[src/cache_pkg.sv]
`default_nettype none

package cache_pkg;

	// cache geometry
	localparam int NUM_WAYS       = 2;
	localparam int NUM_SETS       = 256;
	localparam int WORDS_PER_LINE = 4;

	// address split, tag | index | offset
	localparam int TAG_W    = 20;
	localparam int INDEX_W  = 8;
	localparam int OFFSET_W = 4;

	// victim lfsr start value, must be nonzero
	localparam logic [22:0] LFSR_SEED = 23'h5500ff;

	typedef logic [31:0] word_t;
	typedef logic [3:0]  strb_t;

	typedef logic [TAG_W-1:0]    tag_t;
	typedef logic [INDEX_W-1:0]  index_t;
	typedef logic [OFFSET_W-1:0] offset_t;

	// word number, top two offset bits
	typedef logic [1:0] bank_sel_t;

	// word 0 sits in the low bits
	typedef word_t [WORDS_PER_LINE-1:0] line_t;

	// valid lands in bit 0
	typedef struct packed {
		tag_t tag;
		logic valid;
	} tagv_t;

	typedef enum logic [2:0] {
		IDLE    = 3'd0,
		LOOKUP  = 3'd1,
		MISS    = 3'd2,
		REPLACE = 3'd3,
		REFILL  = 3'd4
	} state_t;

endpackage

`default_nettype wire

[src/dirty_array.sv]
`timescale 1ns/1ps
`default_nettype none

module dirty_array (
	input  logic              clk,
	input  logic              resetn,
	input  cache_pkg::index_t addr,
	input  logic              we,
	input  logic              wdata,
	output logic              rdata
);

	import cache_pkg::*;

	// one flag per set, kept in flops
	logic [NUM_SETS-1:0] dirty;

	// all lines clean after reset
	always_ff @(posedge clk)
	begin
		if (!resetn)
			dirty <= '0;
		else if (we)
			dirty[addr] <= wdata;
	end

	// combinational read, same cycle as addr
	assign rdata = dirty[addr];

endmodule

`default_nettype wire

[config.mk]
export PLATFORM = sky130hd
export DESIGN_NAME = dirty_array
export DESIGN_NICKNAME = d
export VERILOG_FILES = /design/src/cache_pkg.sv /design/src/dirty_array.sv
export SDC_FILE = /design/constraint.sdc
export NUM_CORES = 1
export LEC_CHECK = 0
export BUFFER_PORTS_ARGS = -buffer_cell sky130_fd_sc_hd__buf_2
export CAP_MARGIN = 10
export CORE_ASPECT_RATIO = 0.5
export CORE_UTILIZATION = 50
export CTS_CLUSTER_SIZE = 8
export DETAILED_ROUTE_END_ITERATION = 12
export PLACE_DENSITY = 0.65
export SYNTH_ARGS = -nofsm -noshare
export SYNTH_HDL_FRONTEND = slang
export SYNTH_SLANG_ARGS = --single-unit
export TNS_END_PERCENT = 100
[constraint.sdc]
create_clock -name clk -period 2.85 [get_ports clk]
set_clock_uncertainty 0.2 [all_clocks]
set_input_delay 0.57 -clock clk [delete_from_list [all_inputs] [get_ports clk]]
set_output_delay 0.57 -clock clk [all_outputs]
set_load 0.02 [all_outputs]
# Word-level counts from Yosys, hierarchy flattened

Index checks and enable logic that the tools add are counted.

Order comparisons: 2
Muxes and demuxes: 5
Reductions and logical operators: 1

Operators with widths:

| cell                                                                                | number |
|---|---|
| 256-bit bitwise mux                                                                 | 1 |
| 8-bit by 9-bit < comparator with 1-bit output, second input constant                | 1 |
| 1-bit binary-select mux with 8-bit select                                           | 1 |
| 1-bit demux with 8-bit select                                                       | 1 |
| 8-bit by 1-bit greater-or-equal comparator with 1-bit output, second input constant | 1 |
| 1-bit two-way mux                                                                   | 2 |
| 1-bit logical AND                                                                   | 1 |

Register bits after elaboration: 256
Input bits: 12
Output and inout bits: 1
Logic and storage cells: 9

# Longest topological paths before layout

Gate-level depths: netlist (run 1).

Depth in word-level cells: 5
Gate-level depth with buffers: 9
Depth with buffers taken out: 6

# Worst setup path before layout (run 1)

Ideal clock, no wire load.

Path type: input port to output port
Start: input port addr[0]
End: output port rdata
Arrival: 2,431 ps
Required time: 2,080 ps
Setup slack: -351 ps
Stages: 8
Buffers on the path: 2
Cell sequence: buf_6 -> buf_2 -> mux4_2 -> a22oi_1 -> a21oi_1 -> nor4_1 -> o22ai_1 -> a211o_1

Cells in the longest elaborated chain, start to end: 2

Ends and longest elaborated chain:

| item                                      | line              | text |
|---|---|---|
| start, declared                           | dirty_array.sv:7  | `input cache_pkg::index_t addr,` |
| 1-bit binary-select mux with 8-bit select | dirty_array.sv:28 | `assign rdata = dirty[addr];` |
| 1-bit two-way mux (not written as such)   | dirty_array.sv:28 |  |
| end, declared                             | dirty_array.sv:10 | `output logic rdata` |

No other way between the ends. The select of a mux whose other input is x is not followed.

# Worst setup path after layout (run 1)

Same ends and word-level chain as after synthesis.

==> impl_metrics.yaml, run 1 <==
run_status:
  status: "finished with violations"
  failed_checks: "negative setup slack"
layout:
  num_antenna_cells: 0
  final_area_sq_um: 15200
  largest_register_ff_count: 256
  mostFrequentLayoutCell: "nand3_1"
  drive_above_1_share_pct: 21.1
  largest_register: "dirty"
  top_regs: "dirty: 256 flops"
  final_nets: 1479
  area_growth_pct: 19.5
  final_cell_mix: "nand3_1 (261), dfxtp_1 (256), o21ai_0 (224), a21boi_0 (224), buf_4 (147)"
clock_tree:
  clk_path_buf_depth: 3
  hold_buffers: 0
  clock-sinks: 256
  root_buffer: "clkbuf_16"
  cts_tree: "built"
  clock_latency_ps: 520
  clkTransAtPathRegs_ps: 40
  cts_buffers: 37
  htreeDepth: 2
sta:
  min_period_ps: 3520
  drv_slew: 0
  grt_setup_unrepaired: "yes"
  worst_slew_pin_slew_ps: 694
  setup_viol: 1
  hold_viol: 0
  hold_ws_ps: 278
  slew_headroom_pct: 53.6
  finalCritPeriodShare_pct: 124
  postLayoutSetupSlackWorst_ps: -674
  max_freq_ghz: 0.284
  fin_tns_setup_ps: -674
synthesis:
  synth_compound_area_share_pct: 24.7
  syn_area_sq_um: 12700
  synthAdderAreaFrac_pct: 0
  ys_async_sr_fraction_pct: 0
  synth_xor_area_share_pct: 0
  synth_mux_area_share_pct: 13.9
  ys_seq_area_share_pct: 40.3
  synth_nets: 1431
  synth-seq-cells: 256
  synth_area_per_cell_sq_um: 8.96
  ys_types: 28
  synth_top_family_by_area: "compound AO/OA/AOI/OAI gates"
  syn-instance-count: 1419
  synth_warnings: 0
  synth_flop_cell: "dfxtp_1"
  synth-simple-area-share_pct: 15.5
  synth-edff-count: 0
detailed_routing:
  drt_iter0_markers: 1580
  final_antenna_net_count: 0
  drc: 0
  wl_um: 43100
  viasPerCell: 6.68
  wl_per_cell_um: 23.9
  first_pass_iters: 5
  vias: 12100
floorplanning:
  std_cell_rows: 40
  die-area_sq_um: 26100
  chipHeight_um: 115
  start_util_pct: 51.9
  die_w_um: 228
  core_sq_um: 24500
  ios: 13
power:
  power_uw: 8110
  p_per_area_nw_per_um2: 534
  ir_worst_vdd_uv: 429
  p_leak_uw: 0.00501
grt:
  first_global_vias: 11500
  grt_max_degree: 87
  grt_pass1_wl_um: 66400
  grt-ovfl-total: 0
  antenna_found_initial: 0
  grt_use_total_pct: 33.4
worst_setup_path:
  required_ps: 2080
  end_kind: "output pin"
  critPathKind: "in -> out"
  path_cells: "buf_16 -> buf_12 -> buf_8 -> mux4_2 -> a22oi_1 -> buf_4 -> a21oi_1 -> nor4_1 -> nor2_1 -> a211o_1 -> buf_6"
  cpPeakStageDelay_ps: 490
  slowest_stage: "mux4_2"
  arrival_ps: 2750
  start_kind: "input pin"
  cp_max_fo: 8
placed_design:
  place.gp.congestion: 0.930
  place_area_sq_um: 14000
  dp_hpwl_um: 27300
  port_buffers: 12
run:
  cap_violations: 0
worst_hold_path:
  min_path_type: "reg -> reg"
==> critical path, delay by kind of cell <==
kind	cells	cell delay, ps
and+or+nand+nor	2	380
buffers and inverters	5	720
AOI/OAI and AO/OA	3	570
muxes	1	490
==> worst paths after layout <==
check                               start                 endpoint  slack (ps)  cells after the start
setup / recovery                  addr[0]                    rdata        -670                     11
hold / removal    dirty[100]$_SDFFE_PN0P_  dirty[100]$_SDFFE_PN0P_         280                      2
setup reg to reg   dirty[81]$_SDFFE_PN0P_   dirty[81]$_SDFFE_PN0P_        1870                      2
hold reg to reg   dirty[100]$_SDFFE_PN0P_  dirty[100]$_SDFFE_PN0P_         280                      2
==> per-stage QoR <==
stage / instances / setup slack, ps / utilization (%)
CTS: 1798 / -641 / 61.8
global placement: 1754 / -930 / 57.0
detailed placement: 1754 / -947 / 57.0
floorplan: 1419 / -322 / -
finish: 1804 / -674 / 62.1
global route: 1804 / -758 / 62.1
==> synth_stat cells, types with 4 or more instances <==
library cell	count	area, sq um
a21boi_0	224	1680
nor2_1	32	120
nand2_1	29	109
clkbuf_1	159	597
mux4_2	64	1440
nand3_1	261	1310
dfxtp_1	256	5120
nor3_1	5	25.0
a21oi_1	16	80.1
a22oi_1	32	240
buf_2	6	30.0
nor2b_1	39	244
buf_1	4	15.0
mux2i_1	32	320
o21ai_0	224	1120
and3_1	16	100
==> cell type report <==
type	count	area (sq um)
fill	2031	9290
multi-input combinational	987	6980
sequential	256	5120
timing repair buffer	184	1690
clock buffer	37	926
tap	336	420
clock inverter	3	41.3
inverter	1	3.75
==> logic make-up after synthesis <==
group	count (synthesis)
compound gates	498
buf+inv	176
flops	256
mux	96
simple gates	393
==> per-layer routing <==
metal / global-route usage [%] / vias to the layer above / part of all wire (%)
met1: 47.1 / 5945 / 41
li1: - / 5259 / -
met2: 49.5 / 747 / 43
met3: 9.74 / 106 / 13
met5: 0.538 / - / 0
met4: 10.2 / 0 / 2.5
==> report_power, final <==
| group | internal [uW] | switching [uW] | total, uW | leakage (uW) |
|---|---|---|---|---|
| logic | 254 | 411 | 665 | 0.00247 |
| clock network | 2290 | 1560 | 3850 | 0.000474 |
| registers | 3590 | 2.21 | 3590 | 0.00206 |
| total | 6140 | 1980 | 8110 | 0.00501 |
==> what timing repair did <==
action                                  CTS  global route
buffers inserted                          3             6
endpoints found under the setup margin    1             1
pin swaps                                11             2
cloned                                    1             0
gates resized for setup                  32             5
No activity file was read; power rests on OpenSTA's default activity.
==> run 2, diff against run 1 <==
MAX_ROUTING_LAYER = met4   (was not set)
==> run 2 against run 1 <==
  * The run still ends with negative setup slack left
  * Count of clock-buffer cells in the layout stayed put
  * Wire length fell by 0.37%
  * Flip-flop and latch count unchanged
  * Setup slack lost 2.0 ps
  * Clock power about the same
  * Worst hold slack is essentially flat
  * Final cell count rose by 0.11%
  * Largest power group unchanged
==> impl_metrics.yaml, run 2 (synthesized netlist as in run 1, its figures left out) <==
run_status:
  status: "finished with violations"
  failed_checks: "negative setup slack"
grt:
  antenna_found_initial: 1
  grt-ovfl-total: 0
  grt_pass1_wl_um: 66400
  grt_max_degree: 87
  grt_use_total_pct: 34.6
  first_global_vias: 11500
worst_hold_path:
  min_path_type: "reg -> reg"
  hold_path_startpoint: "dirty[100]$_SDFFE_PN0P_"
  worstHoldPathCells: 2
  hold_end: "dirty[100]$_SDFFE_PN0P_"
placed_design:
  port_buffers: 12
  place.gp.congestion: 0.946
  dp_hpwl_um: 27300
  pre_cts_ws_ps: -947
power:
  power_frac_comb_pct: 8.2
  share_seq_of_total_power_pct: 44.3
  swShare_pct: 24.3
  p_switching_uw: 1970
  power.internal_uw: 6140
  p_leak_uw: 0.00501
  power_uw: 8110
  ir_worst_vdd_uv: 435
  p_per_area_nw_per_um2: 534
  p_clk_share_pct: 47.5
detailed_routing:
  wl_um: 43000
  wl_per_cell_um: 23.8
  final_antenna_net_count: 0
  vias: 12000
  viasPerCell: 6.63
  first_pass_iters: 5
  drc: 0
  drt_iter0_markers: 1618
clock_tree:
  cts_tree: "built"
  htreeDepth: 2
  clkTransAtPathRegs_ps: 40
  clock_latency_ps: 510
  clock-sinks: 256
  root_buffer: "clkbuf_16"
  hold_buffers: 0
  cts_buffers: 37
  clk_path_buf_depth: 3
floorplanning:
  std_cell_rows: 40
  start_util_pct: 51.9
  die_w_um: 228
  ios: 13
  die-area_sq_um: 26100
  chipHeight_um: 115
  core_sq_um: 24500
sta:
  worst_slew_pin_slew_ps: 687
  finalCritPeriodShare_pct: 124
  hold_viol: 0
  grt_setup_unrepaired: "yes"
  drv_slew: 0
  setup_viol: 1
  max_freq_ghz: 0.284
  slew_headroom_pct: 54.1
  min_period_ps: 3530
  postLayoutSetupSlackWorst_ps: -676
  fin_tns_setup_ps: -676
layout:
  fillers: 2030
  mostFrequentLayoutCell: "nand3_1"
  top_regs: "dirty: 256 flops"
  area_growth_pct: 19.5
  final_cell_mix: "nand3_1 (261), dfxtp_1 (256), o21ai_0 (224), a21boi_0 (224), buf_4 (148)"
  final_nets: 1480
  largest_register: "dirty"
  largest_register_ff_count: 256
  drive_above_1_share_pct: 21.2
worst_setup_path:
  cp_max_fo: 8
  required_ps: 2080
  arrival_ps: 2760
  r2r-start: "dirty[81]$_SDFFE_PN0P_"
  critPathKind: "in -> out"
  start_kind: "input pin"
  rr_endpoint: "dirty[81]$_SDFFE_PN0P_"
  r2r_cells: 2
  rrSetupSlack_ps: 1900
  end_kind: "output pin"
run:
  cap_violations: 0
[run 2: changes by cell type in the layout (fill, tap and decap cells not counted), sizes merged]
cell   before  now
diode       0    1
buf       184  185
[run 2: worst max path at each step]
| stage | from | end |
|---|---|---|
| floorplan | addr[0] | rdata |
| global placement | addr[0] | rdata |
| detailed placement | addr[0] | rdata |
| CTS | addr[0] | rdata |
| global route | addr[0] | rdata |
| finish | addr[0] | rdata |
[run 2: power groups by stage]
stage          registers, uW  logic, uW  clock network [uW]
4_1_cts                 3590        634                3880
6_report                3590        665                3850
3_3_place_gp            3660        602                   0
2_1_floorplan           3660        348                   0
5_1_grt                 3590        689                4050
3_5_place_dp            3660        608                   0
[run 2: critical path, stage by stage]
cell     delay, ps
buf_16         140
buf_12         150
mux4_2         500
a22oi_2        330
a21oi_2        110
nor4_2         300
buf_4          170
o22ai_4         70
a211o_1        250
buf_6          140
[run 2: area by class of cell]
type | instances | area (sq um) | area share, %
clock buffer | 37 | 926 | 6.09
clock inverter | 3 | 41.3 | 0.272
antenna | 1 | 2.50 | 0.0165
timing repair buffer | 185 | 1700 | 11.2
multi-input combinational | 987 | 6980 | 45.9
sequential | 256 | 5120 | 33.7
inverter | 1 | 3.75 | 0.0247
tap | 336 | 420 | 2.77
[run 2: layer usage]
layer / track usage, % / up-vias / routed length [um]
li1: - / 5265 / -
met2: 49.4 / 720 / 18400
met5: - / - / 0
met3: 10.7 / 112 / 5630
met4: 10.6 / 0 / 1130
met1: 46.6 / 5871 / 17800
[run 2: repair_timing]
| action | CTS | global route |
|---|---|---|
| cloned | 1 | 0 |
| endpoints found under the setup margin | 1 | 1 |
| resized for setup | 32 | 5 |
| setup buffers | 3 | 7 |
| pin swaps | 11 | 3 |
[run 2: metrics by stage]
step / hold slack (ps) / util, % / instance area [sq um] / std cells
2_1_floorplan: 254 / - / 12800 / 1419
3_3_place_gp: 260 / 57.0 / 14000 / 1754
3_5_place_dp: 272 / 57.0 / 14000 / 1754
4_1_cts: 279 / 61.8 / 15100 / 1798
5_1_grt: 303 / 62.1 / 15200 / 1806
6_report: 278 / 62.1 / 15200 / 1806
