File: config.mk
export PLATFORM = sky130hd
export DESIGN_NAME = cache_ctrl
export DESIGN_NICKNAME = d
export VERILOG_FILES = /design/src/cache_pkg.sv /design/src/cache_ctrl.sv
export SDC_FILE = /design/constraint.sdc
export NUM_CORES = 1
export LEC_CHECK = 0
export BUFFER_PORTS_ARGS = -buffer_cell sky130_fd_sc_hd__clkbuf_2
export CAP_MARGIN = 5
export CORE_AREA = 2 2 151 153
export DETAILED_ROUTE_END_ITERATION = 10
export DIE_AREA = 0 0 153 155
export HOLD_SLACK_MARGIN = 0.15
export PLACE_DENSITY = 0.57
export SETUP_SLACK_MARGIN = 0.4
export SLEW_MARGIN = 0
export SYNTH_ARGS = -nofsm -noshare
export SYNTH_HDL_FRONTEND = slang
export SYNTH_SLANG_ARGS = --single-unit
File: constraint.sdc
create_clock -name clk -period 4 [get_ports clk]
set_input_delay 1.2 -clock clk [delete_from_list [all_inputs] [get_ports clk]]
set_output_delay 1.2 -clock clk [all_outputs]
set_load 0.01 [all_outputs]
File: src/cache_pkg.sv
`default_nettype none

package cache_pkg;

	// cache geometry
	localparam int NUM_WAYS       = 2;
	localparam int NUM_SETS       = 256;
	localparam int WORDS_PER_LINE = 4;

	// address split, tag | index | offset
	localparam int TAG_W    = 20;
	localparam int INDEX_W  = 8;
	localparam int OFFSET_W = 4;

	// victim lfsr start value, must be nonzero
	localparam logic [22:0] LFSR_SEED = 23'h5500ff;

	typedef logic [31:0] word_t;
	typedef logic [3:0]  strb_t;

	typedef logic [TAG_W-1:0]    tag_t;
	typedef logic [INDEX_W-1:0]  index_t;
	typedef logic [OFFSET_W-1:0] offset_t;

	// word number, top two offset bits
	typedef logic [1:0] bank_sel_t;

	// word 0 sits in the low bits
	typedef word_t [WORDS_PER_LINE-1:0] line_t;

	// valid lands in bit 0
	typedef struct packed {
		tag_t tag;
		logic valid;
	} tagv_t;

	typedef enum logic [2:0] {
		IDLE    = 3'd0,
		LOOKUP  = 3'd1,
		MISS    = 3'd2,
		REPLACE = 3'd3,
		REFILL  = 3'd4
	} state_t;

endpackage

`default_nettype wire

File: src/cache_ctrl.sv
`timescale 1ns/1ps
`default_nettype none

module cache_ctrl (
	input  logic                 clk,
	input  logic                 resetn,
	// pipeline side
	input  logic                 valid,
	input  logic                 op,
	input  cache_pkg::index_t    index,
	input  cache_pkg::tag_t      tag,
	input  cache_pkg::offset_t   offset,
	input  cache_pkg::strb_t     wstrb,
	input  cache_pkg::word_t     wdata,
	output logic                 addr_ok,
	output logic                 data_ok,
	output cache_pkg::word_t     rdata,
	// bridge side
	output logic                 rd_req,
	output logic [31:0]          rd_addr,
	input  logic                 rd_rdy,
	input  logic                 ret_valid,
	input  logic                 ret_last,
	input  cache_pkg::word_t     ret_data,
	output logic                 wr_req,
	output logic [31:0]          wr_addr,
	input  logic                 wr_rdy,
	// lookup inputs
	input  logic                 victim_way,
	input  logic                 hit,
	input  logic                 hit_way,
	input  cache_pkg::word_t     load_word,
	input  cache_pkg::tagv_t     way0_tagv,
	input  cache_pkg::tagv_t     way1_tagv,
	input  logic                 way0_dirty,
	input  logic                 way1_dirty,
	// store control
	output cache_pkg::index_t    ram_addr,
	output logic [1:0]           tagv_we,
	output cache_pkg::tagv_t     tagv_wdata,
	output logic [7:0]           bank_we,
	output cache_pkg::word_t     bank_wdata,
	output logic [1:0]           dirty_we,
	output logic                 dirty_wdata,
	output cache_pkg::tag_t      req_tag,
	output cache_pkg::bank_sel_t bank_sel,
	output logic                 repl_way
);

	import cache_pkg::*;

	state_t    state;
	state_t    state_next;
	logic      accept;
	logic      wb_need;
	tag_t      wr_tag;
	bank_sel_t refill_cnt;

	// request buffer
	logic      req_op;
	index_t    req_index;
	strb_t     req_wstrb;
	word_t     req_wdata;

	// byte-wise merge of store data over an old word
	function automatic word_t merge_word(word_t old_w, word_t new_w, strb_t strb);
		word_t res;
		res = old_w;
		for (int i = 0; i < 4; i++)
			if (strb[i])
				res[i*8 +: 8] = new_w[i*8 +: 8];
		return res;
	endfunction

	// only one request in flight, so accept only while idle
	assign addr_ok = (state == IDLE);
	assign accept  = addr_ok && valid;

	// incoming index feeds the rams in the accept cycle
	assign ram_addr = (state == IDLE) ? index : req_index;

	// chosen victim needs write-back when valid and dirty
	assign wb_need = victim_way ? (way1_tagv.valid && way1_dirty)
	                            : (way0_tagv.valid && way0_dirty);

	// line-aligned bridge addresses
	assign wr_tag  = repl_way ? way1_tagv.tag : way0_tagv.tag;
	assign rd_addr = {req_tag, req_index, {OFFSET_W{1'b0}}};
	assign wr_addr = {wr_tag, req_index, {OFFSET_W{1'b0}}};

	// next state
	always_comb
	begin
		state_next = state;
		case (state)
			IDLE:
				if (valid)
					state_next = LOOKUP;
			LOOKUP:
				state_next = hit ? IDLE : MISS;
			// hold here until the write-back is taken
			MISS:
				if (!wr_req || wr_rdy)
					state_next = REPLACE;
			REPLACE:
				if (rd_req && rd_rdy)
					state_next = REFILL;
			REFILL:
				if (ret_valid && ret_last)
					state_next = IDLE;
			default:
				state_next = IDLE;
		endcase
	end

	// control state
	always_ff @(posedge clk)
	begin
		if (!resetn)
		begin
			state      <= IDLE;
			data_ok    <= 1'b0;
			wr_req     <= 1'b0;
			rd_req     <= 1'b0;
			repl_way   <= 1'b0;
			refill_cnt <= '0;
		end
		else
		begin
			state <= state_next;
			// one pulse, hit or last refill beat
			data_ok <= (state == LOOKUP && hit) || (state == REFILL && ret_valid && ret_last);
			// victim latched at lookup to miss
			if (state == LOOKUP && !hit)
				repl_way <= victim_way;
			// write-back raised on entry to miss
			if (state == LOOKUP && !hit)
				wr_req <= wb_need;
			else if (wr_rdy)
				wr_req <= 1'b0;
			// refill read follows the write-back
			if (state == MISS && state_next == REPLACE)
				rd_req <= 1'b1;
			else if (rd_rdy)
				rd_req <= 1'b0;
			// beats come back word 0 first
			if (state == REPLACE)
				refill_cnt <= '0;
			else if (state == REFILL && ret_valid)
				refill_cnt <= refill_cnt + 2'd1;
		end
	end

	// request buffer, loaded on accept
	always_ff @(posedge clk)
	begin
		if (accept)
		begin
			req_op    <= op;
			req_tag   <= tag;
			req_index <= index;
			bank_sel  <= offset[OFFSET_W-1 -: 2];
			req_wstrb <= wstrb;
			req_wdata <= wdata;
		end
	end

	// load data, held until the next load completes
	always_ff @(posedge clk)
	begin
		if (state == LOOKUP && hit && !req_op)
			rdata <= load_word;
		else if (state == REFILL && ret_valid && !req_op && refill_cnt == bank_sel)
			rdata <= ret_data;
	end

	// ram write control
	always_comb
	begin
		tagv_we          = '0;
		tagv_wdata.tag   = req_tag;
		tagv_wdata.valid = 1'b1;
		bank_we          = '0;
		bank_wdata       = ret_data;
		dirty_we         = '0;
		dirty_wdata      = req_op;
		if (state == LOOKUP && hit && req_op)
		begin
			// store hit, merge into the hitting word
			bank_we[{hit_way, bank_sel}] = 1'b1;
			bank_wdata                   = merge_word(load_word, req_wdata, req_wstrb);
			dirty_we[hit_way]            = 1'b1;
		end
		else if (state == REFILL && ret_valid)
		begin
			bank_we[{repl_way, refill_cnt}] = 1'b1;
			// store miss lands on its word as it arrives
			if (req_op && refill_cnt == bank_sel)
				bank_wdata = merge_word(ret_data, req_wdata, req_wstrb);
			// last beat validates the line, dirty only for a store
			if (ret_last)
			begin
				tagv_we[repl_way]  = 1'b1;
				dirty_we[repl_way] = 1'b1;
			end
		end
	end

endmodule

`default_nettype wire

Word-level counts from Yosys, hierarchy flattened
Index checks and enable logic that the tools add are counted.
Widths: inputs -> output; s select.
{ "totals": {"ff_bits": 108, "latch_bits": 0, "ramBits": 0, "romBits": 0, "inputBits": 187, "word_cells": 98, "n_memories": 0} }
{ "classes": {"add_sub_neg": 1, "mul": 0, "div": 0, "order_cmp": 8, "eq_ne": 6, "shifts": 0, "n_mux": 40, "bitwise_logic": 1, "n_reduce_logical": 29} }
{ "ops": {"columns": ["operator", "count"], "rows": [
  ["$mux 32", 5],
  ["$mux 8", 11],
  ["$mux 20", 1],
  ["$logic_and 1x1->1", 19],
  ["$pmux 3 s5", 1],
  ["$mux 3", 4],
  ["$mux 2", 5],
  ["$eq 3x2->1 const B", 3],
  ["$mux 1", 9],
  ["$lt 3x4->1 const B", 2],
  ["$demux 1 s3", 2],
  ["$ge 3x1->1 const B", 2],
  ["$reduce_bool 2->1", 3],
  ["$lt 1x2->1 const B", 2],
  ["$eq 3x1->1 const B", 1],
  ["$eq 3x3->1 const B", 1],
  ["$logic_not 1->1", 3],
  ["$logic_not 3->1", 1],
  ["$add 2x1->2 const B", 1],
  ["$demux 1 s1", 2],
  ["$eq 2x2->1", 1],
  ["$ge 1x1->1 const B", 2],
  ["$logic_or 1x1->1", 2],
  ["$reduce_or 2->1", 1],
  ["$not 1->1", 1]
]} }

Depth between registers and ports, before layout
{ "logic_depth": {"word_depth": 7, "mapped_depth": 6, "mapped_depth_nobuf": 4} }

Worst setup path after synthesis
OpenSTA, ideal clock, no wires.
{ "synth_timing": {"path_type": "input -> register", "from": "in ret_valid", "to": "reg rdata[0], enable pin", "setup_time_ns": 0.421, "t_arrival_ns": 3.107, "required_time_ns": 3.579, "setup_slack_ns": 0.472, "cell_stages": 4, "path_buffers": 1, "path_cell_list": "and4bb_4 > a31oi_1 > buf_2 > nor2_1"} }
{ "synth_via": {"elab_chain_len": 4} }
{ "synth_rtl": {"columns": ["element", "line_no", "rtl"], "rows": [
  ["from (decl)", "cache_ctrl.sv:22", "input logic ret_valid,"],
  ["$logic_and 1x1->1 (3 in a row)", "cache_ctrl.sv:173", "else if (state == REFILL && ret_valid && !req_op && refill_cnt == bank_sel)"],
  ["$reduce_bool 2->1 (no line)", null, null],
  ["to (signal assigned)", "cache_ctrl.sv:172", "rdata <= load_word;"],
  ["to (signal assigned)", "cache_ctrl.sv:174", "rdata <= ret_data;"],
  ["to (decl)", "cache_ctrl.sv:17", "output cache_pkg::word_t rdata,"]
]} }
Every way passes these cells.
A chain may end at the register's enable or synchronous reset.

Worst setup path in the final report
{ "layout_timing": {"from": "in hit", "to": "out bank_wdata[10]"} }
{ "layout_via": {"elab_chain_len": 3} }
{ "layout_rtl": {"columns": ["element", "line_no", "rtl"], "rows": [
  ["from (decl)", "cache_ctrl.sv:30", "input logic hit,"],
  ["$logic_and 1x1->1 (2 in a row)", "cache_ctrl.sv:187", "if (state == LOOKUP && hit && req_op)"],
  ["$mux 32", "cache_ctrl.sv:187", null],
  ["to (decl)", "cache_ctrl.sv:42", "output cache_pkg::word_t bank_wdata,"]
]} }
Every way passes these cells.

==> impl_metrics.json <==
{
  "outcome": "finished, final reports clean",
  "synth_area_leader_cell": "edfxtp_1",
  "crit_chain": "buf_8 > and4bb_4 > a31oi_2 > buf_12 > nor3_1 > nor3_1 > clkbuf_2",
  "wl_um": 19400,
  "antenna_left": 0,
  "postLayoutCoreUtil_pct": 36.5,
  "start_util_pct": 26.3,
  "maxSlewViolCount": 0,
  "layout-drive-gt1-share_pct": 63.9,
  "yosys-mux-area-fraction_pct": 11.7,
  "postSynth.asyncResetShare_pct": 0,
  "final.setup.worst_slack_ps": 328,
  "grt_max_degree": 68,
  "synthFlopType": "edfxtp_1",
  "switchingPower_uw": 784,
  "die_area_um2": 23700,
  "clock_skew_ps": 8.81,
  "crit_path_start_kind": "input pin",
  "grt_overflow": 0,
  "n_fill_cell": 2237,
  "synth_top_family_by_area": "simple AND/OR/NAND/NOR gates",
  "nets": 975,
  "synth_top_cell_area_share_pct": 50.9,
  "top_layer_used": "met4",
  "synth_compound_area_share_pct": 9.68,
  "ios": 384,
  "synthSimpleGateAreaFrac_pct": 13.6,
  "crit_required_ps": 2800,
  "dpl_worst_slack_ps": 221,
  "leakagePower_uw": 0.00348,
  "cp_slowest_cell": "nor3_1",
  "synth_edf_count": 99,
  "first_iter_violations": 265,
  "max_stage_delay_ps": 250,
  "syn_inst": 469,
  "final_area_um2": 8120,
  "post-route-drc-count": 0,
  "htreeDepth": 3,
  "slew-limit-headroom_pct": 34.1,
  "n_antenna_cell": 0,
  "grt_pass1_vias": 4918,
  "dpl.hpwl_um": 14600,
  "clockBufferDepth": 2,
  "yosysMostFrequentCell": "edfxtp_1",
  "worstPathMaxFanout": 20,
  "synthXorXnorAreaFrac_pct": 0.450,
  "ir_drop_mv": 0.159,
  "ys_types": 51,
  "vias": 5032,
  "p_seq_share_pct": 47.9,
  "clkTransAtPathRegs_ps": 70,
  "p_per_area_nw_per_um2": 350,
  "placed_area_um2": 7650,
  "avgRoutedWirePerCell_um": 17.9,
  "yosysSeqAreaShare_pct": 54.0,
  "cts-root-buf": "clkbuf_16",
  "pwr-share-clk_pct": 32.6,
  "cap_violations": 0,
  "area_delta_synth_final_pct": 39.0,
  "finalSetupViolCount": 0,
  "path_common_cell": "nor3_1",
  "grt_antenna_before_repair": 0,
  "finalCritPeriodShare_pct": 91.8,
  "portBuffers": 372,
  "route.met2.wl_um": 9760,
  "min_path_type": "reg2reg",
  "cts_tree": "yes",
  "rsz0062_at_grt": "true",
  "die_y_um": 155,
  "syn_area_um2": 5840,
  "grt_pass1_wl_um": 28100,
  "insertion_delay_ps": 350,
  "combPwrFrac_pct": 19.5,
  "synth_fa_ha_area_share_pct": 0,
  "cts_num_sinks": 108,
  "num_rows": 55,
  "setup_tns_ps": 0,
  "synth.ff_latch_count": 108,
  "drt_pre_antenna_iters": 4,
  "end_kind": "output port",
  "yosys_warnings": 0,
  "place_congestion": 0.747,
  "period_minus_slack_ps": 3670,
  "synth_area_leaders": "edfxtp_1 51%, mux2_2 11%, buf_4 8.0%, nor3_1 3.3%, or3_1 3.2%",
  "coreArea_um2": 22200,
  "fmax_mhz": 272,
  "yosys-top-cells-count": "99 x edfxtp_1, 62 x buf_4, 57 x mux2_2, 39 x nor3_1, 30 x or3_1",
  "critPathTopFamily": "simple AND/OR/NAND/NOR gates",
  "numCtsBuffers": 9,
  "postSynthAreaPerCell_um2": 12.5,
  "wl_met1_um": 8070,
  "hold_viol_final": 0,
  "path_class": "in2out",
  "cp.arrival_ps": 2470,
  "hold_ws_ps": 526,
  "wl_met3_um": 1190,
  "cp_num_buf_inv": 3,
  "grt_usage_pct": 15.3,
  "p_int_uw": 2060,
  "worst_pin_slew_ps": 988,
  "netSwitchingFraction_pct": 27.6,
  "die_w_um": 153,
  "avgViaCountPerCell": 4.67
}
worst paths after layout:
kind	startpoint	endpoint	slack (ps)	cells past startpoint
setup / recovery	hit	bank_wdata[10]	330	7
hold / removal	rd_req$_SDFFE_PN0P_	rd_req$_SDFFE_PN0P_	530	2
setup reg to reg	state[2]$_SDFF_PN0_	req_wdata[30]$_DFFE_PP_	1540	2
hold reg to reg	rd_req$_SDFFE_PN0P_	rd_req$_SDFFE_PN0P_	530	2
what timing repair did:
action	4_1_cts	5_1_grt
hold buffers	0	0
gates resized for setup	6	44
hold endpoints to repair	0	0
cloned	0	1
buffers inserted	1	0
endpoints found under the setup margin	33	34
pin swaps	3	14
cells by family after synthesis:
group                  count (synthesis)
buffers and inverters                 86
XOR/XNOR                               3
AND/OR/NAND/NOR                      132
AO/OA/AOI/OAI                         77
multiplexers                          61
other                                  2
flip-flops                           108
power by group through the flow:
stage	clock network [uW]	registers [uW]	logic, uW
CTS	953	1360	550
global route	994	1370	602
floorplan	0	1380	312
detailed placement	0	1390	546
finish	927	1360	555
global placement	0	1380	541
layer usage:
layer  vias to the layer above  global-route usage [%]
li1                       2367                       -
met1                      2426                    19.1
met2                       218                    26.1
met3                        21                    3.34
met4                         0                    5.78
met5                         -                       0
cells in the final DEF (no fill, tap or decap), drive strengths merged, types with 7 or more instances in the layout:
master	netlist	routed
o221a	10	10
nor2	7	7
buf	76	33
nand2	14	14
conb	2	9
nand2b	11	11
clkbuf	10	365
a21oi	24	24
mux2	60	60
nor3	44	44
or3	30	30
edfxtp	99	99
dfxtp	9	9
o22ai	7	7
o31ai	20	20
state kept, by name (all words and copies together), names as in the netlist:
| register | flops |
|---|---|
| rdata | 32 |
| req_wdata | 32 |
| req_tag | 20 |
| req_index | 8 |
| req_wstrb | 4 |
| state | 3 |
| bank_sel | 2 |
| refill_cnt | 2 |
| data_ok | 1 |
| dirty_wdata | 1 |
| rd_req | 1 |
| repl_way | 1 |
| wr_req | 1 |
per-stage QoR:
stage	instances	total power (uW)
6_report	1078	2840
2_1_floorplan	476	1690
3_5_place_dp	1060	1930
4_1_cts	1077	2860
5_1_grt	1078	2970
3_3_place_gp	1060	1920
cell type report:
cell class	count	area [um^2]	area share [%]
clock buffers	11	233	2.87
clock inverters	5	60.1	0.739
multi-input cells	282	2250	27.7
flip-flops and latches	108	3150	38.8
well taps	285	357	4.39
repair buffers	387	2070	25.4
worst reg2reg max path: cells and delay by family (launching register included):
family           cells  cell delay (ps)
and+or+nand+nor      2             1560
DFF                  1              390
(Power assumes the default switching activity.)
