$ cat config.mk
export PLATFORM = sky130hd
export DESIGN_NAME = victim_lfsr
export DESIGN_NICKNAME = d
export VERILOG_FILES = /design/src/cache_pkg.sv /design/src/victim_lfsr.sv
export SDC_FILE = /design/constraint.sdc
export NUM_CORES = 1
export LEC_CHECK = 0
export ABC_AREA = 1
export BUFFER_PORTS_ARGS = -buffer_cell sky130_fd_sc_hd__buf_2
export CORE_AREA = 2 2 41 43
export CTS_CLUSTER_SIZE = 25
export DETAILED_ROUTE_END_ITERATION = 6
export DIE_AREA = 0 0 43 45
export GPL_TIMING_DRIVEN = 1
export SETUP_SLACK_MARGIN = 0.1
export SLEW_MARGIN = 30
export SYNTH_ARGS = -nofsm -noshare
export SYNTH_HDL_FRONTEND = slang
export SYNTH_SLANG_ARGS = --single-unit
$ cat constraint.sdc
create_clock -name clk -period 0.8 [get_ports clk]
set_input_delay 0.16 -clock clk [delete_from_list [all_inputs] [get_ports clk]]
set_output_delay 0.16 -clock clk [all_outputs]
set_load 0.01 [all_outputs]
$ cat src/cache_pkg.sv
`default_nettype none

package cache_pkg;

	// cache geometry
	localparam int NUM_WAYS       = 2;
	localparam int NUM_SETS       = 256;
	localparam int WORDS_PER_LINE = 4;

	// address split, tag | index | offset
	localparam int TAG_W    = 20;
	localparam int INDEX_W  = 8;
	localparam int OFFSET_W = 4;

	// victim lfsr start value, must be nonzero
	localparam logic [22:0] LFSR_SEED = 23'h5500ff;

	typedef logic [31:0] word_t;
	typedef logic [3:0]  strb_t;

	typedef logic [TAG_W-1:0]    tag_t;
	typedef logic [INDEX_W-1:0]  index_t;
	typedef logic [OFFSET_W-1:0] offset_t;

	// word number, top two offset bits
	typedef logic [1:0] bank_sel_t;

	// word 0 sits in the low bits
	typedef word_t [WORDS_PER_LINE-1:0] line_t;

	// valid lands in bit 0
	typedef struct packed {
		tag_t tag;
		logic valid;
	} tagv_t;

	typedef enum logic [2:0] {
		IDLE    = 3'd0,
		LOOKUP  = 3'd1,
		MISS    = 3'd2,
		REPLACE = 3'd3,
		REFILL  = 3'd4
	} state_t;

endpackage

`default_nettype wire

$ cat src/victim_lfsr.sv
`timescale 1ns/1ps
`default_nettype none

module victim_lfsr (
	input  logic clk,
	input  logic resetn,
	output logic victim_way
);

	import cache_pkg::*;

	logic [$bits(LFSR_SEED)-1:0] lfsr;

	// fibonacci form, taps 22 and 17
	// shifts every cycle, whether a miss is pending or not
	always_ff @(posedge clk)
	begin
		if (!resetn)
			lfsr <= LFSR_SEED;
		else
			lfsr <= {lfsr[21:0], lfsr[22] ^ lfsr[17]};
	end

	// low bit picks the way
	assign victim_way = lfsr[0];

endmodule

`default_nettype wire

Word level (Yosys, flattened, before mapping)
Cells that the tools add are included. W data, S select, Z words.

Logic and storage cells: 2. Output and inout port bits: 1. Register bits: 23.

Bitwise gates (word level): 1.

Operator list (count): $xor A1 B1 Y1 (1).

Longest topological paths before layout
Gate-level depths: netlist of the first run.

Depth in word-level cells: 1. Depth in mapped cells: 3. Depth with buffers taken out: 3.

Worst setup path after synthesis of the first run
OpenSTA, ideal clock, no wires.

Path type: reg-to-reg. Start: register lfsr[17]. End: register lfsr[0]. Cell stages (with the launch flop): 4. Arrival time: 0.446 ns. Setup time: 0.119 ns. Buffers on the path: 0. Path slack: 0.234 ns. Cell sequence: dfxtp_1 > inv_1 > nand2_1 > nand3_1.

Longest elaborated chain between the ends: 1.

RTL lines: start: declaration (RTL line victim_lfsr.sv:12) `logic [$bits(LFSR_SEED)-1:0] lfsr;`; start signal: assignment (RTL line victim_lfsr.sv:21) `lfsr <= {lfsr[21:0], lfsr[22] ^ lfsr[17]};`; $xor A1 B1 Y1 (RTL line victim_lfsr.sv:21).

Every way passes these cells. A chain may end at the register's enable or synchronous reset.

Worst setup path after layout of the first run
Start: register lfsr[0]. End: output victim_way.

RTL lines: end: declaration (RTL line victim_lfsr.sv:7) `output logic victim_way`.

No word-level cell between the ends.

==> results.sh, run 1 <==
export IMPL_hpwlAfterDp_um=442
export IMPL_grt_pass1_vias=282
export IMPL_largest_reg_flops=23
export IMPL_io_pins=3
export IMPL_arrival_ps=740
export IMPL_nets=81
export IMPL_dp_cells=90
export IMPL_wl_um=676
export IMPL_largest_registers="lfsr: 23 flops"
export IMPL_power_total_mw=1.78
export IMPL_finClkSkew_ps=10.1
export IMPL_crit_path_start_kind="register"
export IMPL_finalNonFillerCells=94
export IMPL_synth_cells=73
export IMPL_die_h_um=45
export IMPL_grt_max_degree=24
export IMPL_fin_ws_ps=-103
export IMPL_grt_pass1_wl_um=1180
export IMPL_slew_headroom_pct=91.7
export IMPL_drc_errors=0
export IMPL_post_cts_buffers=0
export IMPL_rrSetupSlack_ps=200
export IMPL_gp_congestion=0.665
export IMPL_rows=14
export IMPL_hold_viol=0
export IMPL_status="finished with violations"
export IMPL_hold_buffers=0
export IMPL_min_path_type="in2reg"
export IMPL_core_area_um2=1470
export IMPL_regMostFlops="lfsr"
export IMPL_mostFrequentLayoutCell="nand2_1"
export IMPL_yosysUniqueCellTypes=6
export IMPL_setup_viol=1
export IMPL_ant_nets=0
export IMPL_cellPowerDensity_nw_per_um2=2450
export IMPL_path_delay_family="flip-flops"
export IMPL_syn_area_per_cell_um2=9.05
export IMPL_synth_fp_nets=75
export IMPL_synth_area_um2=661
export IMPL_die_x_um=43
export IMPL_start_util_pct=44.9
export IMPL_fin_crit_sh_pct=113
export IMPL_fmax_ghz=1.11
export IMPL_power_leakage_nw=0.446
export IMPL_drive_gt1_share_pct=10.3
export IMPL_ys_ff_latch=23
export IMPL_cts_root_buf="clkbuf_4"
export IMPL_rsz0062_at_grt="yes"
export IMPL_cts_clk_slew_worst_paths_ps=120
export IMPL_ys_seq_area_share_pct=69.7
export IMPL_crit_path_max_fanout=2
export IMPL_via_count=360
export IMPL_yosysWarnings=0
export IMPL_wl_per_cell_um=7.19
export IMPL_violations="negative setup slack"
export IMPL_viasPerCell=3.83
export IMPL_syn_to_final_growth_pct=10.0
export IMPL_drv_cap=0
export IMPL_antenna_found_initial=0
export IMPL_track_usage_pct=8.76
export IMPL_first_pass_iters=4
export IMPL_cts_path_max_buffers=2
export IMPL_mostFrequentLayoutCells="24 x nand2_1, 23 x inv_1, 22 x dfxtp_1, 3 x clkbuf_4"
export IMPL_cp_buffers_inverters=1
export IMPL_clk_insertion_delay_late_ps=300
export IMPL_worst_pin_slew_ps=124
export IMPL_critPathRequiredTime_ps=640
export IMPL_whs_ps=183
export IMPL_crit_type="reg2out"
export IMPL_cts_buffers=3
export IMPL_die_area_um2=1940
export IMPL_drt_iter0_drc=4
export IMPL_overflow=0
export IMPL_fillers=152
export IMPL_worstPathCellList="buf_6"
export IMPL_cts_tree="built"
export IMPL_end_kind="output port"
export IMPL_clock_sinks=23
export IMPL_cp_slowest_cell="dfxtp_2"
export IMPL_ir_drop_mv=1.46
export IMPL_period_minus_slack_ps=903
export IMPL_num_antenna_cells=0
export IMPL_final_max_slew_violation_count=0
export IMPL_port_buffers=2
export IMPL_crit_path_max_incr_delay_ps=340
export IMPL_pre_cts_ws_ps=171
export IMPL_cts_max_level=1
-- final timing paths --
path / cells past startpoint / from / end
setup / recovery: 1 / lfsr[0] / victim_way
hold / removal: 3 / resetn / lfsr[4]
setup reg to reg: 3 / lfsr[17] / lfsr[0]
hold reg to reg: 2 / lfsr[1] / lfsr[2]
-- final cells by class --
cell class | instances | area [µm²] | share of cell area, %
flip-flops and latches | 23 | 462 | 63.5
multi-input cells | 25 | 95.1 | 13.1
inverters | 23 | 86.3 | 11.9
repair buffers | 3 | 36.3 | 4.99
clock buffers | 3 | 22.5 | 3.10
well taps | 16 | 20.0 | 2.75
clock inverters | 1 | 5.00 | 0.688
-- power breakdown --
part | internal (mW) | switching [mW]
registers | 1.19 | 0.0132
clock network | 0.186 | 0.322
logic | 0.0338 | 0.0385
total | 1.41 | 0.373
-- metal layers --
layer | GRT usage [%] | routed length [µm] | vias up
li1 | - | - | 206
met1 | 11.9 | 394 | 148
met2 | 10.6 | 251 | 4
met3 | 3.60 | 23 | 2
met4 | 7.27 | 6 | 0
met5 | 0 | 0 | -
-- what timing repair did --
| item | CTS | global route |
|---|---|---|
| resized for setup | 2 | 0 |
| setup endpoints to repair | 1 | 1 |
| cloned | 0 | 0 |
-- stage by stage --
step           util, %  TNS [ps]  cell area, µm²
2_1_floorplan        -         0             661
3_3_place_gp      47.0         0             692
3_5_place_dp      47.0         0             692
4_1_cts           49.4      -118             727
5_1_grt           49.4      -143             727
6_report          49.4      -103             727
-- cells by family (layout without fill, tap and decap cells) --
group                  count (synthesis)  in the layout  share of synthesized area [%]
and+or+nand+nor                       25             25                           14.4
buffers and inverters                 25             30                           15.9
DFF                                   23             23                           69.7
-- cell usage after synthesis (all sizes together) --
library cell | n | share of area [%]
buf | 2 | 2.8
dfxtp | 23 | 70
inv | 23 | 13
nand2 | 24 | 14
nand3 | 1 | 0.76
No activity file was read; power rests on OpenSTA's default activity.
==> inputs of run 2 (changes only) <==
- ABC_CLOCK_PERIOD_IN_PS: not set -> 800
- SETUP_SLACK_MARGIN: 0.1 -> 0.4
==> run 2 against run 1 <==
The run still ends with negative setup slack left. Clock skew is 3.7 ps lower. Register-to-register slack worse by 20 ps. Sequential share of layout area fell by 0.39 points. Die area stayed put. Combinational power increased by 15%. Routed wire length increased by 9.2%. Critical path type unchanged. Critical endpoint unchanged. Largest cell class unchanged. Highest routed layer unchanged.
==> results.sh, run 2 (synthesized netlist as in run 1, its figures left out) <==
export IMPL_crit_path_max_fanout=2
export IMPL_setup_viol=1
export IMPL_overflow=0
export IMPL_wl_per_cell_um=7.77
export IMPL_min_path_type="in2reg"
export IMPL_viasPerCell=3.80
export IMPL_track_usage_pct=9.56
export IMPL_crit_path_start_kind="register"
export IMPL_worst_pin_slew_ps=120
export IMPL_cp_buffers_inverters=1
export IMPL_die_x_um=43
export IMPL_nets=82
export IMPL_end_kind="output port"
export IMPL_finClkSkew_ps=6.37
export IMPL_finalNonFillerCells=95
export IMPL_via_count=361
export IMPL_die_h_um=45
export IMPL_num_antenna_cells=0
export IMPL_fin_crit_sh_pct=114
export IMPL_critPathRequiredTime_ps=640
export IMPL_worstPathCellList="buf_6"
export IMPL_clock_sinks=23
export IMPL_dp_cells=90
export IMPL_rsz0062_at_grt="yes"
export IMPL_drc_errors=0
export IMPL_start_util_pct=44.9
export IMPL_cp_startpoint="lfsr[0]"
export IMPL_period_minus_slack_ps=915
export IMPL_io_pins=3
export IMPL_grt_pass1_wl_um=1280
export IMPL_crit_path_max_incr_delay_ps=340
export IMPL_die_area_um2=1940
export IMPL_clk_insertion_delay_late_ps=300
export IMPL_rr_worst_depth=3
export IMPL_hpwlAfterDp_um=443
export IMPL_power_total_mw=1.80
export IMPL_mostFrequentLayoutCells="22 x nand2_1, 18 x inv_1, 12 x dfxtp_2, 11 x dfxtp_1, 5 x inv_2"
export IMPL_timing_rr_start="lfsr[0]"
export IMPL_final_setup_tns_ps=-115
export IMPL_final_util_pct=51.2
export IMPL_largest_reg_flops=23
export IMPL_reg2reg_to="lfsr[1]"
export IMPL_final_max_slew_violation_count=0
export IMPL_cts_root_buf="clkbuf_4"
export IMPL_antenna_found_initial=0
export IMPL_cp_depth=1
export IMPL_path_delay_family="flip-flops"
export IMPL_power_leakage_nw=0.441
export IMPL_cp_endpoint="victim_way"
export IMPL_cts_buffers=3
export IMPL_ir_drop_mv=1.15
export IMPL_cts_tree="built"
export IMPL_crit_type="reg2out"
export IMPL_regMostFlops="lfsr"
export IMPL_cellPowerDensity_nw_per_um2=2390
export IMPL_core_area_um2=1470
export IMPL_cts_max_level=1
export IMPL_gp_congestion=0.649
export IMPL_first_pass_iters=4
export IMPL_fin_ws_ps=-115
export IMPL_cts_path_max_buffers=2
export IMPL_cp_slowest_cell="dfxtp_2"
export IMPL_rows=14
export IMPL_ant_nets=0
export IMPL_wl_um=738
export IMPL_grt_pass1_vias=326
export IMPL_port_buffers=2
export IMPL_syn_to_final_growth_pct=14.0
export IMPL_arrival_ps=760
export IMPL_drive_gt1_share_pct=34.2
export IMPL_grt_max_degree=24
export IMPL_cts_clk_slew_worst_paths_ps=120
export IMPL_rrSetupSlack_ps=180
export IMPL_postPlaceCellArea_um2=697
export IMPL_mostFrequentLayoutCell="nand2_1"
export IMPL_drv_cap=0
export IMPL_hold_viol=0
export IMPL_violations="negative setup slack"
export IMPL_fmax_ghz=1.09
export IMPL_finalInstanceArea_um2=753
export IMPL_status="finished with violations"
export IMPL_slew_headroom_pct=92.0
export IMPL_largest_registers="lfsr: 23 flops"
export IMPL_drt_iter0_drc=2
==> run 2: report_power, final <==
part	leakage, nW	switching, mW	internal (mW)
combinational	0.235	0.0432	0.0396
clock	0.0177	0.323	0.186
sequential	0.188	0.0141	1.19
total	0.441	0.380	1.42
==> run 2: what timing repair did <==
item / 4_1_cts / 5_1_grt
endpoints found under the setup margin: 24 / 24
gates resized for setup: 4 / 12
setup buffers: 0 / 1
gates cloned: 0 / 0
hold buffers: 0 / 0
==> run 2: stage by stage <==
| stage | hold WS (ps) | setup slack (ps) |
|---|---|---|
| final | 188 | -115 |
| after global routing | 193 | -144 |
| after CTS | 175 | -133 |
| after detailed placement | 385 | 165 |
| after global placement | 384 | 174 |
| after floorplan | 258 | 255 |
==> run 2: area by class of cell <==
| type | instances | area [µm²] |
|---|---|---|
| fill | 149 | 718 |
| clock buffer | 3 | 22.5 |
| inverter | 23 | 86.3 |
| timing repair buffer | 4 | 43.8 |
| sequential | 23 | 475 |
| multi-input combinational | 25 | 100 |
| tap | 16 | 20.0 |
| clock inverter | 1 | 5.00 |
==> run 2: metal layers <==
metal | vias to the layer above | part of all wire [%] | routed length (µm) | GRT usage [%]
met4 | 0 | 0.81 | 6 | 9.09
met1 | 150 | 58 | 425 | 12.5
li1 | 207 | - | - | -
met5 | - | 0 | 0 | 0
met2 | 2 | 39 | 289 | 12.7
met3 | 2 | 2.2 | 16 | 2.40
==> run 2: worst reg2reg max path: stages (launching register included) <==
cell and delay [ps]:
dfxtp_2 340, buf_4 130, inv_2 30, nand2_1 30
==> run 2: how the worst min path moves through the flow <==
| stage | cells past startpoint | end | slack, ps | from |
|---|---|---|---|---|
| final | 3 | lfsr[1] | 190 | resetn |
| after global routing | 3 | lfsr[1] | 190 | resetn |
| after CTS | 3 | lfsr[22] | 170 | resetn |
| after detailed placement | 2 | lfsr[22] | 380 | lfsr[21] |
| after global placement | 2 | lfsr[20] | 380 | lfsr[19] |
| after floorplan | 2 | lfsr[19] | 260 | resetn |
==> inputs of run 3 (changes only) <==
- BUFFER_PORTS_ARGS: -buffer_cell sky130_fd_sc_hd__buf_2 -> -buffer_cell sky130_fd_sc_hd__buf_4
- GPL_TIMING_DRIVEN: 1 -> 0
==> run 3 against run 2 <==
The run still ends with negative setup slack left. Global-route usage is 0.85 points higher. Sequential power hardly changed. Critical path depth did not move. Core utilization is 0.43 points lower. Flip-flop and latch count did not move. Maximum frequency increased by 0.42%. Combinational power shrank 6.6%. Cell count unchanged. Total power is 0.25% lower. Critical endpoint unchanged.
==> results.sh, run 3 (synthesized netlist as in run 1, its figures left out) <==
export IMPL_overflow=0
export IMPL_power_leakage_nw=0.439
export IMPL_grt_pass1_vias=323
export IMPL_nets=82
export IMPL_clk_insertion_delay_late_ps=300
export IMPL_violations="negative setup slack"
export IMPL_ir_drop_mv=0.891
export IMPL_cellPowerDensity_nw_per_um2=2400
export IMPL_first_pass_iters=2
export IMPL_cts_root_buf="clkbuf_4"
export IMPL_hold_start="resetn"
export IMPL_die_area_um2=1940
export IMPL_largest_reg_flops=23
export IMPL_final_max_slew_violation_count=0
export IMPL_syn_to_final_growth_pct=13.1
export IMPL_crit_type="reg2out"
export IMPL_cp_depth=1
export IMPL_crit_path_max_fanout=2
export IMPL_drc_errors=0
export IMPL_whs_ps=78.4
export IMPL_num_antenna_cells=0
export IMPL_gp_congestion=0.665
export IMPL_fin_ws_ps=-111
export IMPL_regMostFlops="lfsr"
export IMPL_mostFrequentLayoutCells="21 x nand2_1, 18 x inv_1, 15 x dfxtp_1, 8 x dfxtp_2, 5 x inv_2"
export IMPL_start_util_pct=44.9
export IMPL_cts_path_max_buffers=2
export IMPL_post_cts_buffers=0
export IMPL_fillers=158
export IMPL_cts_clk_slew_worst_paths_ps=110
export IMPL_port_buffers=2
export IMPL_hold_viol=0
export IMPL_finalInstanceArea_um2=747
export IMPL_die_x_um=43
export IMPL_period_minus_slack_ps=911
export IMPL_rr_worst_depth=3
export IMPL_io_pins=3
export IMPL_cp_slowest_cell="dfxtp_2"
export IMPL_rsz0062_at_grt="yes"
export IMPL_crit_path_max_incr_delay_ps=340
export IMPL_grt_max_degree=13
export IMPL_via_count=384
export IMPL_timing_rr_start="lfsr[22]"
export IMPL_status="finished with violations"
export IMPL_grt_pass1_wl_um=1360
export IMPL_arrival_ps=750
export IMPL_antenna_found_initial=0
export IMPL_wl_um=737
export IMPL_dp_cells=91
export IMPL_slew_headroom_pct=92.4
export IMPL_drt_iter0_drc=1
export IMPL_pre_cts_ws_ps=166
export IMPL_fmax_ghz=1.10
export IMPL_die_h_um=45
export IMPL_track_usage_pct=10.4
export IMPL_cts_buffers=3
export IMPL_hpwlAfterDp_um=464
export IMPL_finClkSkew_ps=2.00
export IMPL_crit_path_start_kind="register"
export IMPL_setup_viol=1
export IMPL_mostFrequentLayoutCell="nand2_1"
export IMPL_cp_buffers_inverters=1
export IMPL_postPlaceCellArea_um2=704
export IMPL_finalNonFillerCells=95
export IMPL_worstPathCellList="buf_6"
export IMPL_cts_tree="built"
export IMPL_critPathRequiredTime_ps=640
export IMPL_largest_registers="lfsr: 23 flops"
export IMPL_min_to="lfsr[21]"
export IMPL_ant_nets=0
export IMPL_clock_sinks=23
export IMPL_rrSetupSlack_ps=220
export IMPL_drive_gt1_share_pct=29.1
export IMPL_worst_pin_slew_ps=113
export IMPL_core_area_um2=1470
export IMPL_cts_max_level=1
export IMPL_min_path_type="in2reg"
export IMPL_end_kind="output port"
export IMPL_power_total_mw=1.79
export IMPL_path_delay_family="flip-flops"
export IMPL_rows=14
export IMPL_fin_crit_sh_pct=114
export IMPL_hold_depth=3
export IMPL_drv_cap=0
export IMPL_reg2reg_to="lfsr[0]"
export IMPL_viasPerCell=4.04
export IMPL_wl_per_cell_um=7.76
## run 3: worst max path at each step
stage / startpoint / to / slack, ps
detailed placement: resetn / lfsr[9] / 170
global route: lfsr[0] / victim_way / -160
floorplan: lfsr[22] / lfsr[0] / 250
CTS: lfsr[0] / victim_way / -130
global placement: resetn / lfsr[13] / 170
finish: lfsr[0] / victim_way / -110
## run 3: tightest hold or removal path, delay by kind of cell
family / cells / cell delay, ps
buffers and inverters: 2 / 150
AND/OR/NAND/NOR: 1 / 50
## run 3: repair_timing
action	4_1_cts	5_1_grt
pin swaps	7	0
resized for setup	3	10
cloned	0	0
hold buffers	0	0
endpoints found under the hold margin	0	0
setup endpoints to repair	24	24
## run 3: report_power, final
group          total (mW)  internal (mW)  switching, mW
sequential           1.21           1.19         0.0143
combinational      0.0773         0.0361         0.0413
clock               0.511          0.194          0.316
total                1.79           1.42          0.372
## run 3: final cells by class
cell class                 instances  area (µm²)  share of cell area, %
inverter                          23        86.3                   11.6
multi-input combinational         25         103                   13.7
tap                               16        20.0                   2.68
timing repair buffer               2        18.8                   2.51
buffer                             2        22.5                   3.02
sequential                        23         470                   63.0
clock buffer                       4        26.3                   3.52
## run 3: per-stage QoR
step                      util (%)  TNS (ps)
after CTS                     50.1      -127
after floorplan                  -         0
after detailed placement      47.9         0
after global routing          50.8      -156
after global placement        47.9         0
final                         50.8      -111
## run 3: metal layers
metal,vias to the layer above,routed length [µm],track usage (%)
met2,5,292,12.7
met3,5,36,6.00
li1,207,-,-
met1,167,376,12.8
met4,0,31,9.09
met5,-,0,0
